==> config.mk <==
export PLATFORM = sky130hd
export DESIGN_NAME = cpu_top
export DESIGN_NICKNAME = d
export VERILOG_FILES = /design/src/common/cpu_pkg.sv /design/src/common/micro_if.sv /design/src/exec/micro_sequencer.sv /design/src/exec/alu_shifter.sv /design/src/exec/register_file.sv /design/src/exec/status_register.sv /design/src/cpu_top.sv
export SDC_FILE = /design/constraint.sdc
export NUM_CORES = 1
export LEC_CHECK = 0
export BUFFER_PORTS_ARGS = -buffer_cell sky130_fd_sc_hd__buf_2
export CAP_MARGIN = 20
export CORE_MARGIN = 3
export CORE_UTILIZATION = 55
export CTS_BUF_LIST = sky130_fd_sc_hd__clkbuf_4 sky130_fd_sc_hd__clkbuf_8
export DETAILED_ROUTE_END_ITERATION = 12
export PLACE_DENSITY_LB_ADDON = 0.08
export SYNTH_ARGS = -nofsm -noshare
export SYNTH_HDL_FRONTEND = slang
export SYNTH_SLANG_ARGS = --single-unit
export TNS_END_PERCENT = 20
==> constraint.sdc <==
create_clock -name clk -period 5.97 [get_ports clk]
set_input_delay 1.194 -clock clk [delete_from_list [all_inputs] [get_ports clk]]
set_output_delay 1.194 -clock clk [all_outputs]
set_load 0.03 [all_outputs]
==> src/common/cpu_pkg.sv <==
package cpu_pkg;

    // Single-byte 6502 opcodes handled by the core
    typedef enum logic [7:0] {
        ASL_A = 8'h0A,
        ROL_A = 8'h2A,
        LSR_A = 8'h4A,
        ROR_A = 8'h6A,
        INX   = 8'hE8,
        INY   = 8'hC8,
        DEX   = 8'hCA,
        DEY   = 8'h88,
        TAX   = 8'hAA,
        TAY   = 8'hA8,
        TSX   = 8'hBA,
        TXA   = 8'h8A,
        TXS   = 8'h9A,
        TYA   = 8'h98,
        SEC   = 8'h38,
        SED   = 8'hF8,
        SEI   = 8'h78,
        CLC   = 8'h18,
        CLD   = 8'hD8,
        CLI   = 8'h58,
        CLV   = 8'hB8,
        NOP   = 8'hEA
    } opcode_t;

    typedef enum logic [1:0] {IDLE, T0, T1} tstate_t;

    // Internal bus drivers
    typedef enum logic [2:0] {BUS_ACC, BUS_X, BUS_Y, BUS_SP, BUS_ALU, BUS_HOST} bus_src_t;

    typedef enum logic {ALU_ADD, ALU_SHR} alu_op_t;
    typedef enum logic {A_BUS, A_ZERO} a_in_t;
    typedef enum logic {B_BUS, B_ONES} b_in_t;
    typedef enum logic [1:0] {CIN_ZERO, CIN_ONE, CIN_PSR} cin_t;

    typedef enum logic [2:0] {DST_NONE, DST_ACC, DST_X, DST_Y, DST_SP} dest_t;

    typedef enum logic [3:0] {
        FLG_NONE, FLG_NZ, FLG_NZC,
        FLG_SET_C, FLG_CLR_C,
        FLG_SET_D, FLG_CLR_D,
        FLG_SET_I, FLG_CLR_I,
        FLG_CLR_V
    } flag_op_t;

    // APB register map
    localparam logic [2:0] ADDR_OPCODE = 3'd0;
    localparam logic [2:0] ADDR_A      = 3'd1;
    localparam logic [2:0] ADDR_X      = 3'd2;
    localparam logic [2:0] ADDR_Y      = 3'd3;
    localparam logic [2:0] ADDR_SP     = 3'd4;
    localparam logic [2:0] ADDR_PSR    = 3'd5;
    localparam logic [2:0] ADDR_PCL    = 3'd6;
    localparam logic [2:0] ADDR_PCH    = 3'd7;

    // Slots of the register read vector
    localparam int RD_A  = 0;
    localparam int RD_X  = 1;
    localparam int RD_Y  = 2;
    localparam int RD_SP = 3;

    // PSR layout
    localparam int PSR_C = 0;
    localparam int PSR_Z = 1;
    localparam int PSR_I = 2;
    localparam int PSR_D = 3;
    localparam int PSR_B = 4;
    localparam int PSR_U = 5;
    localparam int PSR_V = 6;
    localparam int PSR_N = 7;

    localparam logic [7:0] PSR_RESET = 8'h34;

endpackage

==> src/common/micro_if.sv <==
`timescale 1ns/1ps

interface micro_if
    import cpu_pkg::*;
();

    // Control word from the sequencer
    bus_src_t       bus_src;
    a_in_t          a_in;
    b_in_t          b_in;
    cin_t           cin;
    alu_op_t        alu_op;
    logic           load_alu;
    dest_t          dest;
    flag_op_t       flag_op;
    logic           pc_inc;
    logic [7:0]     host_data;

    // Datapath values
    logic [7:0]       bus_value;
    logic [3:0][7:0]  reg_rd;
    logic [15:0]      pc;
    logic [7:0]       alu_result;
    logic             alu_carry;
    logic [7:0]       psr;

    modport ctrl (
        output bus_src, a_in, b_in, cin, alu_op, load_alu, dest, flag_op, pc_inc,
        output host_data,
        input  reg_rd, pc, psr
    );

    modport regs (
        input  bus_src, dest, pc_inc, host_data, alu_result,
        output bus_value, reg_rd, pc
    );

    modport alu (
        input  bus_value, a_in, b_in, cin, alu_op, load_alu, psr,
        output alu_result, alu_carry
    );

    modport status (
        input  flag_op, bus_value, alu_carry,
        output psr
    );

endinterface

==> src/exec/micro_sequencer.sv <==
`timescale 1ns/1ps

module micro_sequencer
    import cpu_pkg::*;
(
    input  logic        clk,
    input  logic        reset,
    input  logic        psel,
    input  logic        penable,
    input  logic        pwrite,
    input  logic [2:0]  paddr,
    input  logic [7:0]  pwdata,
    output logic [7:0]  prdata,
    output logic        pready,
    output logic        pslverr,
    micro_if.ctrl       mif
);

    tstate_t   state;
    tstate_t   state_next;
    opcode_t   op;
    logic      legal;
    logic      op_wr;
    logic      access;
    bus_src_t  src_sel;
    dest_t     t0_dest;
    flag_op_t  t0_flag;
    dest_t     wb_dest;
    flag_op_t  wb_flag;

    // The opcode is the APB write data, held stable for the whole transfer
    assign op        = opcode_t'(pwdata);
    assign op_wr     = psel && pwrite && (paddr == ADDR_OPCODE);
    assign access    = psel && penable;
    assign mif.host_data = pwdata;

    // Legal opcodes take one wait state, finishing in T1
    assign pready  = access && (!op_wr || !legal || state == T1);
    assign pslverr = access && op_wr && !legal;

    always_ff @(posedge clk) begin
        if (reset) begin
            state <= IDLE;
        end else begin
            state <= state_next;
        end
    end

    always_comb begin
        case (state)
            IDLE:    state_next = (psel && !penable && op_wr && legal) ? T0 : IDLE;
            T0:      state_next = T1;
            default: state_next = IDLE;
        endcase
    end

    // Per-opcode control table
    always_comb begin
        legal      = 1'b1;
        src_sel    = BUS_ACC;
        t0_dest    = DST_NONE;
        t0_flag    = FLG_NONE;
        wb_dest    = DST_NONE;
        wb_flag    = FLG_NZ;
        mif.a_in   = A_BUS;
        mif.b_in   = B_BUS;
        mif.cin    = CIN_ZERO;
        mif.alu_op = ALU_ADD;
        case (op)
            ASL_A, ROL_A, LSR_A, ROR_A: begin
                // Left shifts are A + A, right shifts use the shifter
                wb_dest    = DST_ACC;
                wb_flag    = FLG_NZC;
                mif.alu_op = (op == LSR_A || op == ROR_A) ? ALU_SHR : ALU_ADD;
                mif.cin    = (op == ROL_A || op == ROR_A) ? CIN_PSR : CIN_ZERO;
            end
            INX, INY: begin
                src_sel  = (op == INX) ? BUS_X : BUS_Y;
                wb_dest  = (op == INX) ? DST_X : DST_Y;
                mif.a_in = A_ZERO;
                mif.cin  = CIN_ONE;
            end
            DEX, DEY: begin
                src_sel  = (op == DEX) ? BUS_X : BUS_Y;
                wb_dest  = (op == DEX) ? DST_X : DST_Y;
                mif.b_in = B_ONES;
            end
            TAX:     begin src_sel = BUS_ACC; t0_dest = DST_X;   t0_flag = FLG_NZ; end
            TAY:     begin src_sel = BUS_ACC; t0_dest = DST_Y;   t0_flag = FLG_NZ; end
            TSX:     begin src_sel = BUS_SP;  t0_dest = DST_X;   t0_flag = FLG_NZ; end
            TXA:     begin src_sel = BUS_X;   t0_dest = DST_ACC; t0_flag = FLG_NZ; end
            TYA:     begin src_sel = BUS_Y;   t0_dest = DST_ACC; t0_flag = FLG_NZ; end
            TXS:     begin src_sel = BUS_X;   t0_dest = DST_SP;  end
            SEC:     t0_flag = FLG_SET_C;
            CLC:     t0_flag = FLG_CLR_C;
            SED:     t0_flag = FLG_SET_D;
            CLD:     t0_flag = FLG_CLR_D;
            SEI:     t0_flag = FLG_SET_I;
            CLI:     t0_flag = FLG_CLR_I;
            CLV:     t0_flag = FLG_CLR_V;
            NOP:     ;
            default: legal = 1'b0;
        endcase
    end

    // Control word for the current T-state or host register write
    always_comb begin
        mif.bus_src  = src_sel;
        mif.load_alu = 1'b0;
        mif.dest     = DST_NONE;
        mif.flag_op  = FLG_NONE;
        mif.pc_inc   = 1'b0;
        if (state == T0) begin
            mif.dest     = t0_dest;
            mif.flag_op  = t0_flag;
            mif.load_alu = (wb_dest != DST_NONE);
        end else if (state == T1) begin
            mif.pc_inc = 1'b1;
            if (wb_dest != DST_NONE) begin
                mif.bus_src = BUS_ALU;
                mif.dest    = wb_dest;
                mif.flag_op = wb_flag;
            end
        end else if (access && pwrite) begin
            mif.bus_src = BUS_HOST;
            case (paddr)
                ADDR_A:  mif.dest = DST_ACC;
                ADDR_X:  mif.dest = DST_X;
                ADDR_Y:  mif.dest = DST_Y;
                ADDR_SP: mif.dest = DST_SP;
                default: mif.dest = DST_NONE;
            endcase
        end
    end

    // Read data mux, opcode address reads as zero
    always_comb begin
        case (paddr)
            ADDR_A:   prdata = mif.reg_rd[RD_A];
            ADDR_X:   prdata = mif.reg_rd[RD_X];
            ADDR_Y:   prdata = mif.reg_rd[RD_Y];
            ADDR_SP:  prdata = mif.reg_rd[RD_SP];
            ADDR_PSR: prdata = mif.psr;
            ADDR_PCL: prdata = mif.pc[7:0];
            ADDR_PCH: prdata = mif.pc[15:8];
            default:  prdata = 8'h00;
        endcase
    end

    a_pready_in_access: assert property (@(posedge clk) disable iff (reset)
        pready |-> (psel && penable));

    // An instruction always finishes in the access cycle after T0
    a_t1_completes: assert property (@(posedge clk) disable iff (reset)
        (state == T0) |=> (state == T1 && pready && !pslverr));

endmodule

==> src/exec/alu_shifter.sv <==
`timescale 1ns/1ps

module alu_shifter
    import cpu_pkg::*;
(
    input  logic  clk,
    input  logic  reset,
    micro_if.alu  mif
);

    logic [7:0]  a_val;
    logic [7:0]  b_val;
    logic        c_val;
    logic [8:0]  sum;
    logic [7:0]  shr_val;

    // Operand selection
    assign a_val = (mif.a_in == A_ZERO) ? 8'h00 : mif.bus_value;
    assign b_val = (mif.b_in == B_ONES) ? 8'hFF : mif.bus_value;

    always_comb begin
        case (mif.cin)
            CIN_ONE: c_val = 1'b1;
            CIN_PSR: c_val = mif.psr[PSR_C];
            default: c_val = 1'b0;
        endcase
    end

    assign sum = {1'b0, a_val} + {1'b0, b_val} + {8'h00, c_val};

    // Carry in enters at bit 7, bit 0 leaves as carry
    assign shr_val = {c_val, a_val[7:1]};

    // Hold register, read back in T1
    always_ff @(posedge clk) begin
        if (reset) begin
            mif.alu_result <= 8'h00;
            mif.alu_carry  <= 1'b0;
        end else if (mif.load_alu) begin
            if (mif.alu_op == ALU_SHR) begin
                mif.alu_result <= shr_val;
                mif.alu_carry  <= a_val[0];
            end else begin
                mif.alu_result <= sum[7:0];
                mif.alu_carry  <= sum[8];
            end
        end
    end

endmodule

==> src/exec/register_file.sv <==
`timescale 1ns/1ps

module register_file
    import cpu_pkg::*;
#(
    parameter logic [15:0] RESET_PC = 16'h0200
) (
    input  logic   clk,
    input  logic   reset,
    micro_if.regs  mif
);

    logic [7:0]   acc;
    logic [7:0]   x_reg;
    logic [7:0]   y_reg;
    logic [7:0]   sp;
    logic [15:0]  pc;
    logic         self_load;

    // Internal bus source mux
    always_comb begin
        case (mif.bus_src)
            BUS_ACC:  mif.bus_value = acc;
            BUS_X:    mif.bus_value = x_reg;
            BUS_Y:    mif.bus_value = y_reg;
            BUS_SP:   mif.bus_value = sp;
            BUS_ALU:  mif.bus_value = mif.alu_result;
            default:  mif.bus_value = mif.host_data;
        endcase
    end

    always_ff @(posedge clk) begin
        if (reset) begin
            acc   <= 8'h00;
            x_reg <= 8'h00;
            y_reg <= 8'h00;
            sp    <= 8'hFF;
            pc    <= RESET_PC;
        end else begin
            case (mif.dest)
                DST_ACC: acc   <= mif.bus_value;
                DST_X:   x_reg <= mif.bus_value;
                DST_Y:   y_reg <= mif.bus_value;
                DST_SP:  sp    <= mif.bus_value;
                default: ;
            endcase
            if (mif.pc_inc) begin
                pc <= pc + 16'd1;
            end
        end
    end

    assign mif.reg_rd[RD_A]  = acc;
    assign mif.reg_rd[RD_X]  = x_reg;
    assign mif.reg_rd[RD_Y]  = y_reg;
    assign mif.reg_rd[RD_SP] = sp;
    assign mif.pc            = pc;

    // A register never loads from itself
    assign self_load = (mif.dest == DST_ACC && mif.bus_src == BUS_ACC)
                    || (mif.dest == DST_X   && mif.bus_src == BUS_X)
                    || (mif.dest == DST_Y   && mif.bus_src == BUS_Y)
                    || (mif.dest == DST_SP  && mif.bus_src == BUS_SP);

    a_no_self_load: assert property (@(posedge clk) disable iff (reset) !self_load);

endmodule

==> src/exec/status_register.sv <==
`timescale 1ns/1ps

module status_register
    import cpu_pkg::*;
(
    input  logic     clk,
    input  logic     reset,
    micro_if.status  mif
);

    logic flag_c;
    logic flag_z;
    logic flag_i;
    logic flag_d;
    logic flag_v;
    logic flag_n;

    always_ff @(posedge clk) begin
        if (reset) begin
            flag_c <= PSR_RESET[PSR_C];
            flag_z <= PSR_RESET[PSR_Z];
            flag_i <= PSR_RESET[PSR_I];
            flag_d <= PSR_RESET[PSR_D];
            flag_v <= PSR_RESET[PSR_V];
            flag_n <= PSR_RESET[PSR_N];
        end else begin
            case (mif.flag_op)
                FLG_NZ, FLG_NZC: begin
                    flag_n <= mif.bus_value[7];
                    flag_z <= (mif.bus_value == 8'h00);
                    if (mif.flag_op == FLG_NZC) begin
                        flag_c <= mif.alu_carry;
                    end
                end
                FLG_SET_C: flag_c <= 1'b1;
                FLG_CLR_C: flag_c <= 1'b0;
                FLG_SET_D: flag_d <= 1'b1;
                FLG_CLR_D: flag_d <= 1'b0;
                FLG_SET_I: flag_i <= 1'b1;
                FLG_CLR_I: flag_i <= 1'b0;
                FLG_CLR_V: flag_v <= 1'b0;
                default:   ;
            endcase
        end
    end

    // U and B read as one
    assign mif.psr = {flag_n, flag_v, 1'b1, 1'b1, flag_d, flag_i, flag_z, flag_c};

    a_psr_u_set: assert property (@(posedge clk) disable iff (reset) mif.psr[PSR_U]);

endmodule

==> src/cpu_top.sv <==
`timescale 1ns/1ps

module cpu_top #(
    parameter logic [15:0] RESET_PC = 16'h0200
) (
    input  logic        clk,
    input  logic        reset,
    input  logic        psel,
    input  logic        penable,
    input  logic        pwrite,
    input  logic [2:0]  paddr,
    input  logic [7:0]  pwdata,
    output logic [7:0]  prdata,
    output logic        pready,
    output logic        pslverr
);

    micro_if u_mif ();

    // APB completer, decode and T-state control
    micro_sequencer u_seq (
        .clk     (clk),
        .reset   (reset),
        .psel    (psel),
        .penable (penable),
        .pwrite  (pwrite),
        .paddr   (paddr),
        .pwdata  (pwdata),
        .prdata  (prdata),
        .pready  (pready),
        .pslverr (pslverr),
        .mif     (u_mif.ctrl)
    );

    alu_shifter u_alu (
        .clk   (clk),
        .reset (reset),
        .mif   (u_mif.alu)
    );

    register_file #(
        .RESET_PC (RESET_PC)
    ) u_regs (
        .clk   (clk),
        .reset (reset),
        .mif   (u_mif.regs)
    );

    status_register u_psr (
        .clk   (clk),
        .reset (reset),
        .mif   (u_mif.status)
    );

endmodule

==> impl_results.md, run 1 <==
- WL/cell: about 18 um
- Cts repair resizes: 0
- Die width: 95.9 um
- First-pass GRT wire length: 19.7 mm
- Hold buffers post-CTS: 0
- Fmax achieved: between 0.2 and 0.25 GHz
- Crit path from: pwdata[5]
- Total of max-cap violations: 0
- Worst setup SP type: primary input
- Pre-CTS WS: 0.844 ns
- CP Capture Type: flop
- Design area: around 4800 um^2
- Ratio of cells with drive above 1 in the final layout: 0.131
- Antenna violations before repair: 0
- CTS tree: built
- Gr ovfl total: 0
- GRT Util Overall: 0.282
- CTS H-tree lvls: 3
- Final worst path period need: roughly 4.8 ns
- Power Density: 185 nW/um^2
- Row count: 32
- Ys async rst share: 0
- Postcts setup bufs: 0
- Leak: 2.00 nW
- Syn_nets: 587
- Yosys Warn Count: 0
- Final Util: 0.610
- Synth top cells by count: nor2_1, dfxtp_1, nand2_1
- Final setup fails: 0
- I/O pin count: 26
- Top reg by flops: u_regs.mif.pc
- Die ar.: between 9000 and 10,000 um^2
- Crit path required time: 6.24 ns
- Worst skew pair latency: 0.35 ns
- Tcrit/Tclk final: 0.810
- Worst-margin pin slew: ~1.1 ns
- Number of library cell types mapped by synthesis: 73
- Max Clock Skew: 0.00702 ns
- Hold wc startpoint: u_alu.mif.alu_result[2]
- Slowest CP cell: a21oi_1
- Status: finished, final reports clean
- Yosys top cell area share: 0.288
- Most common flop cell mapped by yosys: dfxtp_1
- Crit path kind: in2reg
- Count of flip-flops with a built-in enable after synthesis: 0
- Largest net degree at the start of global routing: 40
- Biggest area consumer among synthesized cells: dfxtp_1
- Layout filler cell count: 725
- Gpl congestion: 0.945
- CP delay by family, top: compound AO/OA/AOI/OAI gates
- TritonRoute pass-1 iters: 6
- Die H: about 96 um
- Count of pins over their slew limit: 0
- Final Hold Fails: 0
- Routed Wire Length: 12.3 mm
- Post-synthesis sequential area ratio: 0.288
- Total Power: 0.000879 W
- Most frequent cell after synthesis: nor2_1
- Average size of a mapped cell: between 7 and 8 um^2
- Num CTS Buffers: 9
- RSZ-0062 raised after global routing: false
- Fin nets: approximately 600
- Final setup TNS: 0 ns
- Largest vdd supply drop: 0.000189 V
- Iteration-0 DRC Markers: 289
- FF+latch count, synth: 64
- Detail Placement HPWL: 9.01 mm
- Vias in the first global route: around 3.8k
- Final ANT Viol Nets: 0
- Hold/Removal Path Class: reg2reg
- Clock sinks: 64
- Root Driver: clkbuf_8
- Max FO, Critical Path: 19
- R2r startpoint: u_seq.state[1]
- IO Port Bufs: 25
- Clock-pin slew on the worst setup and hold paths: around 0.070 ns
- Ranking of synthesized cells by area: dfxtp_1, mux2i_1, nor2_1, a21oi_1, ha_1
- Rel. slew slack: 0.289
- Critical-path cell list: buf_2, nand3b_1, a21bo_1, o21a_4, nor3_1, a222oi_1, a21oi_1, inv_1, nor2_1, ha_1, inv_1, nor2_1, o41ai_1, nand3_1, o21ai_0, o21ai_0, a311oi_1
- Vias: 4,217
- Mapped cell area: 4450 um^2
- Via density: about 6.3
- Reg2Reg Setup Slack: 1.85 ns
- Clk buf depth: 2
- Critical path arrival: about 5 ns
- Drt drc: 0
- Cells after synthesis: roughly 560
- Worst setup margin: 1.14 ns
- Max incr delay on CP: around 0.59 ns
- WP buf/inv: 3
- # diodes: 0
- Area Growth Syn to Fin: 7.03%
- Initial Util: 0.570
- Core Region: about 7800 um^2
- Placed cell area: 4580 um^2
- Max reg flops: 16
## tightest hold or removal path, stage by stage (launching register included)
cell     delay, ns
dfxtp_1       0.33
nand2_1       0.06
a21oi_1       0.05
## path summary, 6_finish.rpt
check	cells after the start	endpoint
setup / recovery	17	u_alu.mif.alu_result[7]
hold reg to reg	2	u_alu.mif.alu_result[2]
setup reg to reg	17	u_alu.mif.alu_result[7]
hold / removal	2	u_alu.mif.alu_result[2]
## kinds of logic (layout without fill, tap and decap cells)
logic type      Yosys count  count (layout)  synth area share
simple gates            229             229             0.258
compound gates          127             127             0.198
flops                    64              64             0.288
buf+inv                  60              73            0.0596
mux                      48              48             0.123
xor+xnor                 19              19            0.0374
fa+ha+maj                12              12            0.0354
## cell usage in the layout (no fill, tap or decap), types with 9 or more instances in the layout
cell type / instances
ha_1: 11
nand2b_1: 13
buf_2: 25
nand2_1: 35
clkbuf_8: 9
mux2_2: 9
a21oi_1: 34
nand3_1: 11
nor3_1: 16
nor2b_1: 10
nor2_1: 88
mux2i_1: 33
xor2_1: 14
dfxtp_1: 64
inv_1: 22
o21ai_0: 21
## power breakdown
group          internal [W]  switching (W)
Sequential         0.000428     0.00000118
Combinational     0.0000406      0.0000786
Clock              0.000153       0.000178
## routing by layer
| layer | track usage | share of wire | vias to the layer above |
|---|---|---|---|
| met3 | 0.0688 | 0.073 | 16 |
| met5 | 0 | 0 | - |
| li1 | - | - | 2037 |
| met2 | 0.438 | 0.46 | 128 |
| met4 | 0.0841 | 0.016 | 0 |
| met1 | 0.386 | 0.45 | 2036 |
## area by class of cell
class,count,area [um^2],share of cell area
multi-input combinational,435,2900,0.609
sequential,64,1280,0.269
timing repair buffer,34,196,0.0413
clock buffer,10,131,0.0276
tap,102,128,0.0268
inverter,23,86.3,0.0181
clock inverter,6,36.3,0.00762
## through the flow
| stage | cells | hold slack, ns |
|---|---|---|
| 2_1_floorplan | 559 | 0.432 |
| 3_3_place_gp | 657 | 0.453 |
| 3_5_place_dp | 657 | 0.465 |
| 4_1_cts | 673 | 0.473 |
| 5_1_grt | 674 | 0.488 |
| 6_report | 674 | 0.475 |
Note: power is estimated with default switching activity, not from simulation.
==> inputs of run 2 (changes only) <==
Settings changed: ABC_AREA set to 1.
Clock period 5.97 ns to 4.3 ns, I/O delays scaled along.
==> run 2 against run 1 <==
Non-clock buffer count is 20 higher. Routed wire length rose by 5.9%. Power is 39% higher. Synthesized cell count grew 16%. Clock power increased by 34%. Cell count increased by 19%. First-iteration DRC count is 15% higher. Global-route usage up 2.8 points. Critical path depth is 13 higher. Critical path type unchanged. Highest routed layer unchanged.
==> impl_results.md, run 2 <==
- Vias: 4,644 (was 4,217)
- Root Driver: clkbuf_8 (unchanged)
- Placed cells: 784 (was 657)
- Initial Util: 0.578 (was 0.570)
- Core Region: 7410 um^2 (was 7810 um^2)
- R2r startpoint: u_seq.state[1] (unchanged)
- Most frequent cell after synthesis: nand2_1 (was nor2_1)
- Max reg flops: 16 (unchanged)
- Fin nets: 727 (was 595)
- Critical path arrival: 4.14 ns (was 5.10 ns)
- Ranking of synthesized cells by area: dfxtp_1, nand2_1, a21oi_1, inv_1, nor2_1 (was dfxtp_1, mux2i_1, nor2_1, a21oi_1, ha_1)
- Worst setup SP type: primary input (unchanged)
- Finished Layout Cells: 801 (was 674)
- Detail Placement HPWL: 10.3 mm (was 9.01 mm)
- WP buf/inv: 4 (was 3)
- Fmax achieved: 0.255 GHz
- Final worst path period need: 3.91 ns
- Clock sinks: 64 (unchanged)
- Count of flip-flops with a built-in enable after synthesis: 0 (unchanged)
- Total of max-cap violations: 0 (unchanged)
- Biggest area consumer among synthesized cells: dfxtp_1 (unchanged)
- Final setup fails: 0 (unchanged)
- Worst-margin pin slew: 0.678 ns (was 1.06 ns)
- Ys async rst share: 0 (unchanged)
- I/O pin count: 26 (unchanged)
- CTS tree: built (unchanged)
- Largest vdd supply drop: 0.000178 V (was 0.000189 V)
- Hold buffers post-CTS: 0 (unchanged)
- CTS H-tree lvls: 3 (unchanged)
- Hold/Removal Path Class: reg2reg (unchanged)
- Worst path depth: 30 (was 17)
- Drt drc: 0 (unchanged)
- Number of library cell types mapped by synthesis: 48 (was 73)
- Die ar.: 8880 um^2 (was 9200 um^2)
- Die H: 94.3 um (was 95.9 um)
- RSZ-0062 raised after global routing: false (unchanged)
- Status: finished, final reports clean (unchanged)
- Mapped cell area: 4280 um^2 (was 4450 um^2)
- Iteration-0 DRC Markers: 331 (was 289)
- Average size of a mapped cell: 6.62 um^2 (was 7.96 um^2)
- Most used cell, CP: a21oi_1
- Antenna violations before repair: 0 (unchanged)
- Reg2Reg Setup Slack: 0.66 ns (was 1.85 ns)
- Crit Reg-Reg Endpoint: u_alu.mif.alu_carry (was u_alu.mif.alu_result[7])
- Clock-pin slew on the worst setup and hold paths: 0.08 ns (was 0.07 ns)
- Power Density: 249 nW/um^2 (was 185 nW/um^2)
- Vias in the first global route: 4,314 (was 3,809)
- WL/cell: 16.3 um (was 18.3 um)
- Row count: 31 (was 32)
- Largest net degree at the start of global routing: 29 (was 40)
- GRT Util Overall: 0.310 (was 0.282)
- Via density: 5.80 (was 6.26)
- Max incr delay on CP: 0.37 ns (was 0.59 ns)
- Leak: 2.23 nW (was 2.00 nW)
- Tcrit/Tclk final: 0.910
- Placed cell area: 4690 um^2 (was 4580 um^2)
- Max Clock Skew: 0.0154 ns (was 0.00702 ns)
- Synth top cells by count: nand2_1, inv_1, nor2_1 (was nor2_1, dfxtp_1, nand2_1)
- Worst skew pair latency: 0.36 ns (was 0.35 ns)
- Final ANT Viol Nets: 0 (unchanged)
- Routed Wire Length: 13.1 mm (was 12.3 mm)
- Ratio of cells with drive above 1 in the final layout: 0.179 (was 0.131)
- Critical path capture point: u_alu.mif.alu_carry (was u_alu.mif.alu_result[7])
- Gr ovfl total: 0 (unchanged)
- Count of pins over their slew limit: 0 (unchanged)
- Max FO, Critical Path: 7 (was 19)
- Post-synthesis sequential area ratio: 0.299 (was 0.288)
- # diodes: 0 (unchanged)
- CP Capture Type: flop (unchanged)
- Yosys Warn Count: 0 (unchanged)
- First-pass GRT wire length: 21.3 mm (was 19.7 mm)
- Area Growth Syn to Fin: 14.2% (was 7.03%)
- Slowest CP cell: fa_2 (was a21oi_1)
- Yosys top cell area share: 0.299 (was 0.288)
- Syn_nets: 675 (was 587)
- Commonest cells after routing, fill and taps aside: nand2_1, inv_1, nor2_1 (was nor2_1, dfxtp_1, nand2_1)
- IO Port Bufs: 25 (unchanged)
- Num CTS Buffers: 9 (unchanged)
- Most common flop cell mapped by yosys: dfxtp_1 (unchanged)
- Crit path from: pwdata[2] (was pwdata[5])
- Most common cell after layout, fill and taps aside: nand2_1 (was nor2_1)
- Die width: 94.3 um (was 95.9 um)
- TritonRoute pass-1 iters: 5 (was 6)
- Rel. slew slack: 0.546 (was 0.289)
- Crit path kind: in2reg (unchanged)
- Gpl congestion: 0.969 (was 0.945)
- Cells after synthesis: 647 (was 559)
- Depth of the worst register-to-register path: 24 (was 17)
- Final Hold Fails: 0 (unchanged)
- Crit path required time: 4.53 ns (was 6.24 ns)
- Design area: 4890 um^2 (was 4760 um^2)
- Clk buf depth: 2 (unchanged)
- FF+latch count, synth: 64 (unchanged)
- CP delay by family, top: simple AND/OR/NAND/NOR gates (was compound AO/OA/AOI/OAI gates)
- Top reg by flops: u_regs.mif.pc (unchanged)
==> run 2: worst min path at each step <==
stage                             from                       to  cells after the start
2_1_floorplan             u_psr.flag_n             u_psr.flag_n                      2
3_3_place_gp              u_psr.flag_n             u_psr.flag_n                      2
3_5_place_dp              u_psr.flag_n             u_psr.flag_n                      2
4_1_cts                   u_psr.flag_n             u_psr.flag_n                      2
5_1_grt        u_alu.mif.alu_result[2]  u_alu.mif.alu_result[2]                      2
6_report                  u_psr.flag_n             u_psr.flag_n                      2
==> run 2: logic make-up (layout without fill, tap and decap cells) <==
family,after synthesis,count (layout),share of synthesized area
XOR/XNOR,6,6,0.0123
AND/OR/NAND/NOR,282,282,0.310
flip-flops,64,64,0.299
adder cells (fa/ha/maj),12,12,0.0368
buffers and inverters,114,169,0.102
AO/OA/AOI/OAI,169,169,0.240
==> run 2: metal layers <==
metal / vias to the layer above / part of all wire / track usage / wire, um
met5: - / 0 / 0 / 0
met4: 0 / 0.033 / 0.110 / 429
met3: 34 / 0.078 / 0.0553 / 1020
met2: 208 / 0.44 / 0.498 / 5810
met1: 2120 / 0.44 / 0.415 / 5800
li1: 2282 / - / - / -
==> run 2: cell type report <==
cell class	instances	area, um^2
clock buffers	10	138
clock inverters	4	22.5
fillers	695	2510
inverters	101	382
multi-input cells	469	2580
flip-flops and latches	64	1280
well taps	99	124
repair buffers	54	363
==> run 2: report_power, final <==
part | switching [W] | internal (W)
registers | 0.00000345 | 0.000597
clock network | 0.000227 | 0.000215
logic | 0.000117 | 0.0000588
total | 0.000348 | 0.000871
==> run 2: stage by stage <==
| stage | worst slack [ns] | hold WS [ns] | power, W | util | TNS [ns] |
|---|---|---|---|---|---|
| after floorplan | 0.316 | 0.433 | 0.000721 | - | 0 |
| after global placement | 0.0581 | 0.446 | 0.000779 | 0.630 | 0 |
| after detailed placement | -0.121 | 0.460 | 0.000784 | 0.634 | -0.201 |
| after CTS | 0.244 | 0.470 | 0.00122 | 0.655 | 0 |
| after global routing | 0.0308 | 0.491 | 0.00126 | 0.661 | 0 |
| final | 0.385 | 0.469 | 0.00122 | 0.661 | 0 |
==> run 2: repair_timing <==
action,in CTS,in global routing
setup buffers,0,3
gates resized for setup,0,5
endpoints found under the setup margin,0,2
==> run 2: tightest hold or removal path: cells and delay by family (launching register included) <==
family          cells  cell delay, ns
compound gates      1            0.05
buf+inv             1            0.05
flops               1            0.31
==> inputs of run 3 (changes only) <==
==> constraint.sdc (replaced) <==
create_clock -name clk -period 4.3 [get_ports clk]
set_input_delay 0.645 -clock clk [delete_from_list [all_inputs] [get_ports clk]]
set_output_delay 0.645 -clock clk [all_outputs]
set_load 0.03 [all_outputs]
==> run 3 against run 2 <==
Clock power grew 36%. Die area unchanged. Fmax fell by 0.76%. Via count shrank 1.2%. Register-to-register slack got worse by 0.25 ns. Largest power group is now the clock network.
==> impl_results.md, run 3 (synthesis results as in run 2) <==
- Status: finished, final reports clean (unchanged)
- WL/cell: 16.9 um (was 16.3 um)
- Antenna violations before repair: 0 (unchanged)
- Final worst path period need: 3.94 ns (was 3.91 ns)
- Final ANT Viol Nets: 0 (unchanged)
- Die ar.: 8880 um^2 (unchanged)
- Detail Placement HPWL: 10.3 mm (about the same)
- Top reg by flops: u_regs.mif.pc (unchanged)
- Total Power: 0.00137 W (was 0.00122 W)
- Fin nets: 709 (was 727)
- CP delay by family, top: simple AND/OR/NAND/NOR gates (unchanged)
- Cts repair resizes: 0 (unchanged)
- WP buf/inv: 4 (unchanged)
- # diodes: 0 (unchanged)
- Layout filler cell count: 688 (was 695)
- Vias: 4,590 (was 4,644)
- Hold_ws: 0.478 ns (was 0.469 ns)
- Root Driver: clkbuf_8 (unchanged)
- CTS tree: built (unchanged)
- Die H: 94.3 um (unchanged)
- Crit path required time: 4.52 ns (was 4.53 ns)
- Num CTS Buffers: 9 (unchanged)
- IO Port Bufs: 25 (unchanged)
- Routed Wire Length: 13.3 mm (was 13.1 mm)
- Max incr delay on CP: 0.48 ns (was 0.37 ns)
- Commonest cells after routing, fill and taps aside: nand2_1, inv_1, nor2_1 (unchanged)
- Drt drc: 0 (unchanged)
- Final setup fails: 0 (unchanged)
- Fmax achieved: 0.253 GHz (was 0.255 GHz)
- Hold depth: 2 (unchanged)
- Worst setup SP type: primary input (unchanged)
- Largest vdd supply drop: 0.000224 V (was 0.000178 V)
- Final setup TNS: 0 ns (unchanged)
- Worst path depth: 28 (was 30)
- Via density: 5.85 (was 5.80)
- Worst-margin pin slew: 1.08 ns (was 0.678 ns)
- Max Clock Skew: 0.0106 ns (was 0.0154 ns)
- Crit path kind: in2reg (unchanged)
- Ratio of cells with drive above 1 in the final layout: 0.155 (was 0.179)
- Final Hold Fails: 0 (unchanged)
- Rel. slew slack: 0.278 (was 0.546)
- Hold/Removal Path Class: reg2reg (unchanged)
- GRT Util Overall: 0.311 (was 0.310)
- Die width: 94.3 um (unchanged)
- Largest net degree at the start of global routing: 33 (was 29)
- CTS H-tree lvls: 3 (unchanged)
- Clock-pin slew on the worst setup and hold paths: 0.08 ns (about the same)
- TritonRoute pass-1 iters: 5 (unchanged)
- Slowest CP cell: fa_1 (was fa_2)
- Clk buf depth: 2 (unchanged)
- WHS Endpoint: u_alu.mif.alu_result[2] (was u_psr.flag_n)
- Clock sinks: 64 (unchanged)
- Most common cell after layout, fill and taps aside: nand2_1 (unchanged)
- Tcrit/Tclk final: 0.917 (was 0.910)
- Hold wc startpoint: u_alu.mif.alu_result[2] (was u_psr.flag_n)
- Critical path arrival: 4.17 ns (was 4.14 ns)
- Max reg flops: 16 (unchanged)
- R2r startpoint: u_seq.state[1] (unchanged)
- CP Capture Type: flop (unchanged)
- Depth of the worst register-to-register path: 24 (unchanged)
- Leak: 2.17 nW (was 2.23 nW)
- I/O pin count: 26 (unchanged)
- Postcts setup bufs: 0 (unchanged)
- Area Growth Syn to Fin: 12.3% (was 14.2%)
- Total of max-cap violations: 0 (unchanged)
- Power Density: 285 nW/um^2 (was 249 nW/um^2)
- RSZ-0062 raised after global routing: false (unchanged)
- Worst skew pair latency: 0.36 ns (about the same)
- Count of pins over their slew limit: 0 (unchanged)
- Reg2Reg Setup Slack: 0.41 ns (was 0.66 ns)
- Core Region: 7410 um^2 (unchanged)
- Gpl congestion: 0.965 (was 0.969)
- Row count: 31 (unchanged)
- Initial Util: 0.578 (unchanged)
- Gr ovfl total: 0 (unchanged)
- Max FO, Critical Path: 7 (unchanged)
- First-pass GRT wire length: 21.3 mm (about the same)
- Hold buffers post-CTS: 0 (unchanged)
- Iteration-0 DRC Markers: 336 (was 331)
- Crit Reg-Reg Endpoint: u_alu.mif.alu_carry (unchanged)
- Vias in the first global route: 4,304 (was 4,314)
run 3: layout make-up:
class / instances / area (um^2) / share of cell area
clock inverters: 6 / 92.6 / 0.0192
well taps: 99 / 124 / 0.0257
clock buffers: 10 / 138 / 0.0286
inverters: 101 / 382 / 0.0793
flip-flops and latches: 64 / 1280 / 0.266
repair buffers: 36 / 228 / 0.0473
multi-input cells: 469 / 2570 / 0.534
run 3: how the worst max path moves through the flow:
stage	startpoint	end
2_1_floorplan	pwdata[0]	u_alu.mif.alu_carry
3_3_place_gp	penable	u_alu.mif.alu_carry
3_5_place_dp	pwdata[2]	u_alu.mif.alu_carry
4_1_cts	pwdata[2]	u_alu.mif.alu_carry
5_1_grt	pwdata[6]	u_alu.mif.alu_carry
6_report	pwdata[2]	u_alu.mif.alu_carry
run 3: worst register-to-register path, cell delays in order, from the launching register on:
cell	delay [ns]
dfxtp_1	0.35
nor2_2	0.37
nor3_4	0.14
inv_2	0.29
nand4_2	0.23
nor2_1	0.16
nor2_1	0.07
nand2_1	0.09
nand3_2	0.09
inv_1	0.07
a21oi_1	0.04
ha_1	0.21
inv_1	0.06
nand2_2	0.07
fa_1	0.40
a21oi_1	0.16
o21bai_1	0.11
a21oi_1	0.15
nor2_1	0.06
nor2_1	0.16
nor2_1	0.05
o21ai_0	0.15
a21oi_1	0.08
o21ai_0	0.10
a21oi_1	0.08
run 3: routing by layer:
metal	wire [um]	up-vias	share of wire	global-route usage
met1	5800	2114	0.44	0.402
li1	-	2257	-	-
met4	332	0	0.025	0.114
met2	6240	187	0.47	0.508
met3	889	32	0.067	0.0649
met5	0	-	0	0
run 3: through the flow:
step | utilization | cell area [um^2] | std cells | setup WS [ns]
finish | 0.650 | 4810 | 785 | 0.355
global route | 0.650 | 4810 | 785 | 0.0699
CTS | 0.650 | 4810 | 785 | 0.412
detailed placement | 0.618 | 4580 | 769 | 0.0582
global placement | 0.615 | 4550 | 768 | 0.132
floorplan | - | 4280 | 647 | 0.531
run 3: where the power goes:
part           total, W  switching [W]  internal [W]
combinational  0.000169       0.000117     0.0000519
sequential     0.000600     0.00000337      0.000597
clock          0.000601       0.000257      0.000344
total           0.00137       0.000377      0.000992
